--- src/source/br_pkg.sv ---
// ~~~~~~~~~~~~~~~~~~~~~~~~~~~~~~~~~~~~~~~~~~~~~~~~~~~~~~~~~~~~~~~~~~~~~
// Branch unit package: widths, opcodes, vector types
// and the resolve control state enum
// ~~~~~~~~~~~~~~~~~~~~~~~~~~~~~~~~~~~~~~~~~~~~~~~~~~~~~~~~~~~~~~~~~~~~~
package br_pkg;

	// Datapath widths
	localparam int ADDR_W     = 64;
	localparam int INST_W     = 32;
	localparam int OPCODE_W   = 6;  // Alpha major opcode, inst[31:26]
	localparam int DISP_W     = 21; // Branch displacement field

	// Reorder buffer
	localparam int ROB_IDX_W  = 5;

	// Predictor table, indexed by PC[7:2]
	localparam int BHT_IDX_W   = 6;
	localparam int BHT_ENTRIES = 1 << BHT_IDX_W;
	localparam int CTR_W       = 2;

	// Resolve control
	localparam int SQUASH_CYCLES = 2; // Wrong-path window after recovery
	localparam int SQ_CNT_W      = 2;
	localparam int MISP_CNT_W    = 16;

	typedef logic [ADDR_W-1:0]    addr_t;
	typedef logic [INST_W-1:0]    inst_t;
	typedef logic [OPCODE_W-1:0]  opcode_t;
	typedef logic [ROB_IDX_W-1:0] rob_idx_t;
	typedef logic [BHT_IDX_W-1:0] bht_idx_t;
	typedef logic [CTR_W-1:0]     bht_ctr_t;

	// Counter reset value, weakly not taken
	localparam bht_ctr_t CTR_INIT = 2'b01;

	// Opcodes handled here
	localparam opcode_t OP_JMP      = 6'h1A; // JMP/JSR/RET group
	localparam opcode_t OP_BR       = 6'h30;
	localparam opcode_t OP_BSR      = 6'h34;
	localparam opcode_t OP_CBR_BASE = 6'h38; // 0x38..0x3F conditional

	// Resolve control FSM
	typedef enum logic [0:0]
	{
		RS_IDLE,
		RS_SQUASH
	} ctrl_state_t;

endpackage

--- src/source/br_result_if.sv ---
// ~~~~~~~~~~~~~~~~~~~~~~~~~~~~~~~~~~~~~~~~~~~~~~~~~~~~~~~~~~~~~~~~~~~~~
// Resolved branch bundle, execute unit to resolve control
// ~~~~~~~~~~~~~~~~~~~~~~~~~~~~~~~~~~~~~~~~~~~~~~~~~~~~~~~~~~~~~~~~~~~~~
`timescale 1ns/1ps

interface br_result_if import br_pkg::*; ();

	logic     done;        // One-cycle strobe, fields valid with it
	logic     taken;       // Actual outcome
	addr_t    target;      // Computed target
	addr_t    npc;         // Fall-through address
	rob_idx_t rob_idx;
	logic     is_cond;     // Conditional branch, trains predictor
	logic     pred_taken;  // Front end guess
	addr_t    pred_target;

	// Producer side
	modport exec (output done, taken, target, npc, rob_idx, is_cond,
		pred_taken, pred_target);

	// Consumer side
	modport ctrl (input done, taken, target, npc, rob_idx, is_cond,
		pred_taken, pred_target);

endinterface

--- src/source/br_cond_eval.sv ---
// ~~~~~~~~~~~~~~~~~~~~~~~~~~~~~~~~~~~~~~~~~~~~~~~~~~~~~~~~~~~~~~~~~~~~~
// Alpha conditional branch test on a 64-bit register operand
// ~~~~~~~~~~~~~~~~~~~~~~~~~~~~~~~~~~~~~~~~~~~~~~~~~~~~~~~~~~~~~~~~~~~~~
`timescale 1ns/1ps

module br_cond_eval import br_pkg::*;
(
	input  addr_t      opa_i,  // Register A value
	input  logic [2:0] func_i, // Low opcode bits
	output logic       cond_o
);

	logic base; // Test result before inversion

	// BLBC/BEQ/BLT/BLE, with func_i[2] giving BLBS/BNE/BGE/BGT
	always_comb
	begin
		case (func_i[1:0])
			2'b00: base = ~opa_i[0];                        // Low bit clear
			2'b01: base = (opa_i == '0);                    // Equal zero
			2'b10: base = opa_i[ADDR_W-1];                  // Negative
			2'b11: base = opa_i[ADDR_W-1] || (opa_i == '0); // Less or equal zero
			default: base = 1'b0;
		endcase

		// Upper half of the opcode range inverts
		if (func_i[2])
		begin
			cond_o = ~base;
		end
		else
		begin
			cond_o = base;
		end
	end

endmodule

--- src/source/br_exec_unit.sv ---
// ~~~~~~~~~~~~~~~~~~~~~~~~~~~~~~~~~~~~~~~~~~~~~~~~~~~~~~~~~~~~~~~~~~~~~
// Branch execute stage with decode, target, outcome and result register
// ~~~~~~~~~~~~~~~~~~~~~~~~~~~~~~~~~~~~~~~~~~~~~~~~~~~~~~~~~~~~~~~~~~~~~
`timescale 1ns/1ps

module br_exec_unit import br_pkg::*;
(
	input  logic          clk,
	input  logic          rst,
	input  logic          issue_valid_i, // Single-cycle issue strobe
	input  addr_t         npc_i,
	input  addr_t         opa_i,
	input  inst_t         inst_i,
	input  rob_idx_t      rob_idx_i,
	input  logic          pred_taken_i,
	input  addr_t         pred_target_i,
	br_result_if.exec     res
);

	opcode_t opcode;
	logic    is_jmp;   // Register-indirect jump group
	logic    is_uncond; // BR/BSR
	logic    is_cond;
	logic    op_ok;
	logic    cond_res;
	logic    taken;
	addr_t   disp;
	addr_t   target;

	assign opcode    = inst_i[INST_W-1 -: OPCODE_W];
	assign is_jmp    = (opcode == OP_JMP);
	assign is_uncond = (opcode == OP_BR) || (opcode == OP_BSR);
	assign is_cond   = (opcode >= OP_CBR_BASE);
	assign op_ok     = is_jmp || is_uncond || is_cond;

	// Sign-extended word displacement
	assign disp = {{(ADDR_W-DISP_W-2){inst_i[DISP_W-1]}}, inst_i[DISP_W-1:0], 2'b00};

	// Jump target is the operand aligned to a word
	always_comb
	begin
		if (is_jmp)
		begin
			target = {opa_i[ADDR_W-1:2], 2'b00};
		end
		else
		begin
			target = npc_i + disp; // PC-relative
		end
	end

	br_cond_eval u_cond_eval
	(
		.opa_i  (opa_i),
		.func_i (inst_i[28:26]), // Condition code in opcode low bits
		.cond_o (cond_res)
	);

	assign taken = is_cond ? cond_res : 1'b1; // Others always taken

	// Result strobe one cycle after issue
	always_ff @(posedge clk)
	begin
		if (rst)
			res.done <= 1'b0;
		else
			res.done <= issue_valid_i;
	end

	// Result payload loaded on issue only
	always_ff @(posedge clk)
	begin
		if (issue_valid_i)
		begin
			res.taken       <= taken;
			res.target      <= target;
			res.npc         <= npc_i;
			res.rob_idx     <= rob_idx_i;
			res.is_cond     <= is_cond;
			res.pred_taken  <= pred_taken_i;
			res.pred_target <= pred_target_i;
		end
	end

	// Only supported opcodes issue
	a_issue_op: assert property (@(posedge clk) disable iff (rst)
		issue_valid_i |-> op_ok);

endmodule

--- src/source/br_predictor.sv ---
// ~~~~~~~~~~~~~~~~~~~~~~~~~~~~~~~~~~~~~~~~~~~~~~~~~~~~~~~~~~~~~~~~~~~~~
// Two-bit saturating counter table with lookup and update ports
// ~~~~~~~~~~~~~~~~~~~~~~~~~~~~~~~~~~~~~~~~~~~~~~~~~~~~~~~~~~~~~~~~~~~~~
`timescale 1ns/1ps

module br_predictor import br_pkg::*;
(
	input  logic  clk,
	input  logic  rst,
	input  logic  lookup_valid_i,
	input  addr_t lookup_pc_i,
	output logic  pred_valid_o,
	output logic  pred_taken_o,
	input  logic  upd_valid_i,   // One-cycle training strobe
	input  addr_t upd_pc_i,
	input  logic  upd_taken_i
);

	bht_ctr_t bht [BHT_ENTRIES];
	bht_idx_t lk_idx;
	bht_idx_t up_idx;
	bht_ctr_t up_ctr;
	bht_ctr_t up_nxt;   // Counter after this cycle's update
	logic     bypass;

	// Word-aligned PC, bits 7:2
	assign lk_idx = lookup_pc_i[BHT_IDX_W+1:2];
	assign up_idx = upd_pc_i[BHT_IDX_W+1:2];
	assign up_ctr = bht[up_idx];

	// One step toward the outcome, saturating
	always_comb
	begin
		if (upd_taken_i)
			up_nxt = (up_ctr == '1) ? up_ctr : up_ctr + 1'b1;
		else
			up_nxt = (up_ctr == '0) ? up_ctr : up_ctr - 1'b1;
	end

	// Table write, all entries weakly not taken out of reset
	always_ff @(posedge clk)
	begin
		if (rst)
		begin
			for (int i = 0; i < BHT_ENTRIES; i++)
				bht[i] <= CTR_INIT;
		end
		else if (upd_valid_i)
		begin
			bht[up_idx] <= up_nxt;
		end
	end

	// Lookup hitting the entry written at this same edge
	assign bypass = upd_valid_i && (up_idx == lk_idx);

	always_ff @(posedge clk)
	begin
		if (rst)
			pred_valid_o <= 1'b0;
		else
			pred_valid_o <= lookup_valid_i;
	end

	// Prediction is the counter MSB
	always_ff @(posedge clk)
	begin
		if (bypass)
			pred_taken_o <= up_nxt[CTR_W-1];
		else
			pred_taken_o <= bht[lk_idx][CTR_W-1];
	end

endmodule

--- src/source/br_resolve_ctrl.sv ---
// ~~~~~~~~~~~~~~~~~~~~~~~~~~~~~~~~~~~~~~~~~~~~~~~~~~~~~~~~~~~~~~~~~~~~~
// Resolve control FSM with mispredict check, completion, recovery,
// squash, predictor training and mispredict count
// ~~~~~~~~~~~~~~~~~~~~~~~~~~~~~~~~~~~~~~~~~~~~~~~~~~~~~~~~~~~~~~~~~~~~~
`timescale 1ns/1ps

module br_resolve_ctrl import br_pkg::*;
(
	input  logic                  clk,
	input  logic                  rst,
	br_result_if.ctrl             res,
	output logic                  upd_valid_o,
	output addr_t                 upd_pc_o,
	output logic                  upd_taken_o,
	output logic                  complete_valid_o,
	output rob_idx_t              complete_rob_idx_o,
	output logic                  complete_taken_o,
	output logic                  recovery_valid_o,
	output addr_t                 recovery_target_o,
	output rob_idx_t              recovery_rob_idx_o,
	output logic [MISP_CNT_W-1:0] mispredict_count_o
);

	ctrl_state_t         state;
	logic [SQ_CNT_W-1:0] sq_cnt;  // Cycles left in squash window
	logic                accept;  // Result not on the wrong path
	logic                mispred;

	assign accept = res.done && (state == RS_IDLE);

	// Wrong direction, or taken to the wrong place
	assign mispred = (res.taken != res.pred_taken) ||
		(res.taken && (res.target != res.pred_target));

	// FSM and counters
	always_ff @(posedge clk)
	begin
		if (rst)
		begin
			state              <= RS_IDLE;
			sq_cnt             <= '0;
			mispredict_count_o <= '0;
		end
		else
		begin
			case (state)
				RS_IDLE:
				begin
					if (accept && mispred)
					begin
						state              <= RS_SQUASH;
						sq_cnt             <= SQ_CNT_W'(SQUASH_CYCLES - 1);
						mispredict_count_o <= mispredict_count_o + 1'b1;
					end
				end
				RS_SQUASH:
				begin
					if (sq_cnt == '0)
						state <= RS_IDLE;   // Window over
					else
						sq_cnt <= sq_cnt - 1'b1;
				end
				default: state <= RS_IDLE;
			endcase
		end
	end

	// Output strobes
	always_ff @(posedge clk)
	begin
		if (rst)
		begin
			complete_valid_o <= 1'b0;
			recovery_valid_o <= 1'b0;
			upd_valid_o      <= 1'b0;
		end
		else
		begin
			complete_valid_o <= accept;
			recovery_valid_o <= accept && mispred;
			upd_valid_o      <= accept && res.is_cond; // Conditional only
		end
	end

	// Output payload qualified by the strobes above
	always_ff @(posedge clk)
	begin
		complete_rob_idx_o <= res.rob_idx;
		complete_taken_o   <= res.taken;
		recovery_rob_idx_o <= res.rob_idx;
		recovery_target_o  <= res.taken ? res.target : res.npc; // Correct fetch PC
		upd_pc_o           <= res.npc - ADDR_W'(4);             // Branch's own PC
		upd_taken_o        <= res.taken;
	end

	// Recovery comes with completion and then the window stays silent
	a_recov_window: assert property (@(posedge clk) disable iff (rst)
		recovery_valid_o |-> complete_valid_o ##1 (!complete_valid_o)[*SQUASH_CYCLES]);

	// Squash state lasts exactly the window length, then back to idle
	a_squash_len: assert property (@(posedge clk) disable iff (rst)
		$rose(state == RS_SQUASH) |->
			(state == RS_SQUASH)[*SQUASH_CYCLES] ##1 (state == RS_IDLE));

endmodule

--- src/source/br_unit_top.sv ---
// ~~~~~~~~~~~~~~~~~~~~~~~~~~~~~~~~~~~~~~~~~~~~~~~~~~~~~~~~~~~~~~~~~~~~~
// Branch resolution unit top: execute, predictor, resolve control
// ~~~~~~~~~~~~~~~~~~~~~~~~~~~~~~~~~~~~~~~~~~~~~~~~~~~~~~~~~~~~~~~~~~~~~
`timescale 1ns/1ps

module br_unit_top import br_pkg::*;
(
	input  logic                  clk,
	input  logic                  rst,
	// Issue from the scheduler
	input  logic                  issue_valid_i,
	input  addr_t                 issue_npc_i,
	input  addr_t                 issue_opa_i,
	input  inst_t                 issue_inst_i,
	input  rob_idx_t              issue_rob_idx_i,
	input  logic                  issue_pred_taken_i,
	input  addr_t                 issue_pred_target_i,
	// Front end lookup
	input  logic                  fetch_valid_i,
	input  addr_t                 fetch_pc_i,
	output logic                  pred_valid_o,
	output logic                  pred_taken_o,
	// To the ROB and fetch
	output logic                  complete_valid_o,
	output rob_idx_t              complete_rob_idx_o,
	output logic                  complete_taken_o,
	output logic                  recovery_valid_o,
	output addr_t                 recovery_target_o,
	output rob_idx_t              recovery_rob_idx_o,
	output logic [MISP_CNT_W-1:0] mispredict_count_o
);

	br_result_if res_if ();

	// Predictor training path
	logic  upd_valid;
	addr_t upd_pc;
	logic  upd_taken;

	br_exec_unit u_exec
	(
		.clk           (clk),
		.rst           (rst),
		.issue_valid_i (issue_valid_i),
		.npc_i         (issue_npc_i),
		.opa_i         (issue_opa_i),
		.inst_i        (issue_inst_i),
		.rob_idx_i     (issue_rob_idx_i),
		.pred_taken_i  (issue_pred_taken_i),
		.pred_target_i (issue_pred_target_i),
		.res           (res_if.exec)
	);

	br_predictor u_pred
	(
		.clk            (clk),
		.rst            (rst),
		.lookup_valid_i (fetch_valid_i),
		.lookup_pc_i    (fetch_pc_i),
		.pred_valid_o   (pred_valid_o),
		.pred_taken_o   (pred_taken_o),
		.upd_valid_i    (upd_valid),
		.upd_pc_i       (upd_pc),
		.upd_taken_i    (upd_taken)
	);

	br_resolve_ctrl u_ctrl
	(
		.clk                (clk),
		.rst                (rst),
		.res                (res_if.ctrl),
		.upd_valid_o        (upd_valid),
		.upd_pc_o           (upd_pc),
		.upd_taken_o        (upd_taken),
		.complete_valid_o   (complete_valid_o),
		.complete_rob_idx_o (complete_rob_idx_o),
		.complete_taken_o   (complete_taken_o),
		.recovery_valid_o   (recovery_valid_o),
		.recovery_target_o  (recovery_target_o),
		.recovery_rob_idx_o (recovery_rob_idx_o),
		.mispredict_count_o (mispredict_count_o)
	);

endmodule

--- config.mk ---
export PLATFORM = sky130hd
export DESIGN_NAME = br_unit_top
export DESIGN_NICKNAME = d
export VERILOG_FILES = /design/src/source/br_pkg.sv /design/src/source/br_result_if.sv /design/src/source/br_cond_eval.sv /design/src/source/br_exec_unit.sv /design/src/source/br_predictor.sv /design/src/source/br_resolve_ctrl.sv /design/src/source/br_unit_top.sv
export SDC_FILE = /design/constraint.sdc
export NUM_CORES = 1
export LEC_CHECK = 0
export BUFFER_PORTS_ARGS = -buffer_cell sky130_fd_sc_hd__buf_2
export CAP_MARGIN = 5
export CORE_MARGIN = 1.5
export CORE_UTILIZATION = 35
export DETAILED_ROUTE_END_ITERATION = 10
export PLACE_DENSITY = 0.53
export SYNTH_ARGS = -nofsm -noshare
export SYNTH_HDL_FRONTEND = slang
export SYNTH_SLANG_ARGS = --single-unit
--- constraint.sdc ---
create_clock -name clk -period 4 [get_ports clk]
set_input_delay 0.2 -clock clk [delete_from_list [all_inputs] [get_ports clk]]
set_output_delay 0.2 -clock clk [all_outputs]
set_load 0.02 [all_outputs]
== Word level (Yosys, flattened, before mapping) ==
Memories as Yosys holds them, arrays and structs flattened. A register that Yosys moved wholly into a read port is not among the register bits.
Index checks and enable logic that the tools add are counted.
Operators by class
  $add $sub $neg: 6
  $lt $le $gt $ge: 1
  equality and inequality tests: 10
  muxes and demuxes: 22
  bitwise gates (word level): 3
  reductions and logical operators: 14
Operators with widths (number)
  $mux 64: 2
  $add 64x64->64: 1
  $logic_not 64->1: 1
  $ne 64x64->1: 1
  $add 16x1->16 const B: 1
  $mux 2: 6
  $mux 1: 10
  $sub 8x3->8 const B: 1
  $eq 2x2->1 const B: 3
  $eq 6x5->1 const B: 1
  $eq 6x6->1: 1
  $ge 6x6->1 const B: 1
  $logic_not 2->1: 3
  $mux 6: 1
  $logic_and 1x1->1: 5
  $ne 2x2->1 const B: 2
  $pmux 1 s4: 1
  $pmux 2 s2: 1
  $reduce_and 2->1: 2
  $sub 2x1->2 const B: 2
  $not 1->1: 3
  $add 2x1->2 const B: 1
  $eq 2x1->1 const B: 1
  $logic_or 1x1->1: 2
  3 further kinds: 3
Storage, ports and cells
  register bits after elaboration: 303
  memory bits (writable): 128
  bits of input ports: 298
  output and inout bits: 95
  logic and storage cells: 78
  memories kept: 1
Memories
  u_pred.bht: words 64, bits a word 2, read ports 2, clocked after memory_dff 1, write ports 64, RTL line br_predictor.sv:19  | bht_ctr_t bht [BHT_ENTRIES];

== Depth between registers and ports, before layout ==
  depth after elaboration: 6
  gate-level depth with buffers: 14

== By module ==
From an unflattened synthesis, not the netlist that was laid out.
Unflattened totals
  cell total of the unflattened synthesis: 2152
  area, all modules: 24334.6 um2
Modules (own cells, without submodules)
  br_exec_unit: times used 1, cells each 883, area each 10348.7 um2
  br_predictor: times used 1, cells each 632, area each 7347.0 um2
  br_resolve_ctrl: times used 1, cells each 610, area each 6452.4 um2
  br_cond_eval: times used 1, cells each 27, area each 186.4 um2

== Worst setup path before layout ==
OpenSTA, ideal clock, no wires.
  kind: in2reg
  from: in issue_npc_i[2]
  to: reg u_exec.res.target[62], data pin
  setup time: 0.264 ns
  arrival time: 2.781 ns
  required time: 3.736 ns
  setup slack: 0.955 ns
  cell stages on the path: 13
  buffers on the path: 0
  cells stage by stage: ha_1 > fa_1 > a21o_1 > a221oi_2 > a311o_1 > nand4_2 > a31o_2 > a31oi_1 > nand4b_1 > a31oi_1 > o21ai_1 > xnor2_1 > o21ai_1
On the way
  word-level cells in the longest chain between the ends: 2
RTL lines
  start: declaration: RTL line br_unit_top.sv:12  | input addr_t issue_npc_i,
  $add 64x64->64: RTL line br_exec_unit.sv:48  | target = npc_i + disp;
  $mux 64: RTL line br_exec_unit.sv:42  | if (is_jmp)
  named net u_exec.target[62]: RTL line br_exec_unit.sv:28  | addr_t target;
  end: declaration: RTL line br_result_if.sv:18  | modport exec (output done, taken, target, npc, rob_idx, is_cond,
The timed path passes the listed nets, and every way through them passes these cells.
A chain may end at the register's enable or synchronous reset.

== Worst setup path after layout ==
Ends and elaborated chain as after synthesis.

==> run summary <==
status - finished, final reports clean
Layout Nets - 2738
EDFF count, synth - 328
asr flop ratio synth - 0
Clock Path Buffers - 3
area of the mapped netlist - 21500 sq um
Final WS setup - 0.236 ns
Yosys cell types - 76
crit path max fanout - 4
Clock transition at path regs - 0.06 ns
# Post-CTS Setup Buffers - 0
data required time of the worst path - 4.36 ns
Worst setup EP type - flop
vias post-DR - 17000
Num CTS Buffers - 50
DIE AREA - 62900 sq um
top cell type's share of synthesized area - 0.458
fin crit period - 3.76 ns
Initial Util - 0.355
fmax - 266 MHz
Crit Path Category - primary input to flop
CTS H-tree depth - 2
design area - 27800 sq um
IR drop worst, VDD - 0.000333 V
Rel. slew slack - 0.237
synth top area cells - edfxtp_1, dfxtp_1, mux2_2
Routed Antenna Nets - 0
Core Box Area - 60500 sq um
Syn Area/Cell - 11.5 sq um
First-pass DRT Iterations - 5
largest area contributor in the netlist - edfxtp_1
share of post-route cells with drive strength above 1 - 0.254
total track usage - 0.221
Synth Instances - 1868
area post-placement - 24100 sq um
critical path arrival - 4.12 ns
ys flop type - edfxtp_1
die width - 251 um
first-pass GRT wire length - 105 mm
pre-CTS setup slack - 0.196 ns
total wire length - 70.9 mm
post-DP HPWL - 51.8 mm
GPL Wtd Cong - 0.892
commonest non-fill, non-tap cells in the layout - buf_2, edfxtp_1, dlygate4sd3_1
grt ovf - 0
Setup crit start kind - primary input
DR iter-0 viols - 1156
Hold Buf Count CTS - 193
Final Setup Violations - 0
register bit total from synthesis - 429
total power - 12.7 mW
Fin Setup TNS - 0 ns
Hold Path Class - primary input to flop
power density cells - 458 nW/um^2
Leakage - 10.6 nW
residual DRC count - 0
Max Slew Vio Count - 0
initial antenna violation count - 8
Final period util - 0.941
Final Hold Viols - 0
vias per cell - 5.31
largest net degree at the start of global routing - 91
Die H - 251 um
Max-Cap Viols - 0
Rows - 90
CTS tree - built
Worst Clk Skew - 0.0303 ns
clock sinks - 429
syn_nets - 2231
Port Buffers - 329
Skew-Pair Late Insertion Delay - 0.61 ns
synthesis-to-finish area growth - 29.2%
unrepaired setup endpoints after global routing - false
vias in the first global route - 17100
Seq/Total Area, Yosys - 0.553
Slew @ Worst Pin - 1.14 ns
routed length per instance - 22.1 um
Root Driver - clkbuf_16
total I/O pin count - 393
Yosys warning total - 0
WHS - 0.0483 ns
post_cts resized - 0
[flip-flops by register name (all words and copies together), names as in the netlist, 2 cells and up]
name	flops
u_ctrl.complete_rob_idx_o	5
u_ctrl.mispredict_count_o	16
u_ctrl.recovery_target_o	64
u_ctrl.sq_cnt	2
u_ctrl.upd_pc_o	6
u_exec.res.npc	64
u_exec.res.pred_target	64
u_exec.res.rob_idx	5
u_exec.res.target	64
u_pred.bht	128
[per-layer routing]
| layer | up-vias | wire, um | GRT usage |
|---|---|---|---|
| li1 | 7958 | - | - |
| met1 | 8335 | 29700 | 0.286 |
| met2 | 625 | 35000 | 0.383 |
| met3 | 107 | 4390 | 0.0340 |
| met4 | 4 | 1780 | 0.0649 |
| met5 | - | 27 | 0 |
[logic make-up after synthesis]
group                    share of synthesized area
buffers and inverters                       0.0300
adder cells (fa/ha/maj)                     0.0391
multiplexers                                0.0805
AND/OR/NAND/NOR                              0.137
flip-flops                                   0.553
AO/OA/AOI/OAI                                0.107
XOR/XNOR                                    0.0538
[worst paths after layout]
kind                                                 to  cells after the start  slack, ns                       startpoint
max reg2reg  u_ctrl.mispredict_count_o[11]$_SDFFE_PP0P_                     11       0.50  u_exec.res.target[25]$_DFFE_PP_
max                     u_exec.res.target[62]$_DFFE_PP_                     15       0.24                   issue_npc_i[2]
min                     u_exec.res.target[41]$_DFFE_PP_                      3       0.05                  issue_opa_i[41]
min reg2reg        u_ctrl.complete_rob_idx_o[0]$_DFF_P_                      0       0.34  u_exec.res.rob_idx[0]$_DFFE_PP_
[worst max-delay path: stages]
cell and delay (ns):
dlygate4sd3_1 0.55, buf_2 0.14, ha_1 0.29, fa_1 0.45, a21o_1 0.22, a221oi_2 0.39
a311o_1 0.30, nand4_2 0.16, a31o_2 0.34, a31oi_1 0.27, nand4b_1 0.14, a31oi_1 0.30
o21ai_1 0.14, xnor2_1 0.15, o21ai_1 0.07
[cell usage after synthesis, drive strengths merged (5+ instances only)]
cell,n
xnor2,73
nand4,32
nor2,155
ha,64
nand3,72
edfxtp,328
o211ai,5
nand2b,28
inv,32
a21oi,126
o21ai,63
mux2,74
o21a,5
nor3,60
or3,10
a211oi,7
a22oi,15
nand2,145
o22ai,8
nor4,27
clkbuf,70
a31oi,15
xor2,59
o21bai,9
mux2i,13
a21o,64
and2,11
and3,11
buf,50
nor2b,14
dfxtp,101
mux4,34
or2,26
a221oi,8
[power by group]
part | switching [mW] | internal (mW)
clock network | 1.92 | 2.82
logic | 1.45 | 1.04
registers | 0.260 | 5.22
total | 3.63 | 9.08
[layout make-up]
class / count / area [sq um]
multi-input combinational: 1287 / 8980
fill: 5525 / 32700
antenna: 6 / 15.0
clock inverter: 22 / 253
timing repair buffer: 575 / 4060
tap: 782 / 978
sequential: 429 / 11900
clock buffer: 72 / 1470
inverter: 32 / 120
[per-stage QoR]
stage           util  std cells
6_report       0.459       3205
5_1_grt        0.459       3203
4_1_cts        0.459       3199
3_5_place_dp   0.398       2912
3_3_place_gp   0.398       2912
2_1_floorplan      -       1868
Note: power is estimated with default switching activity, not from simulation.
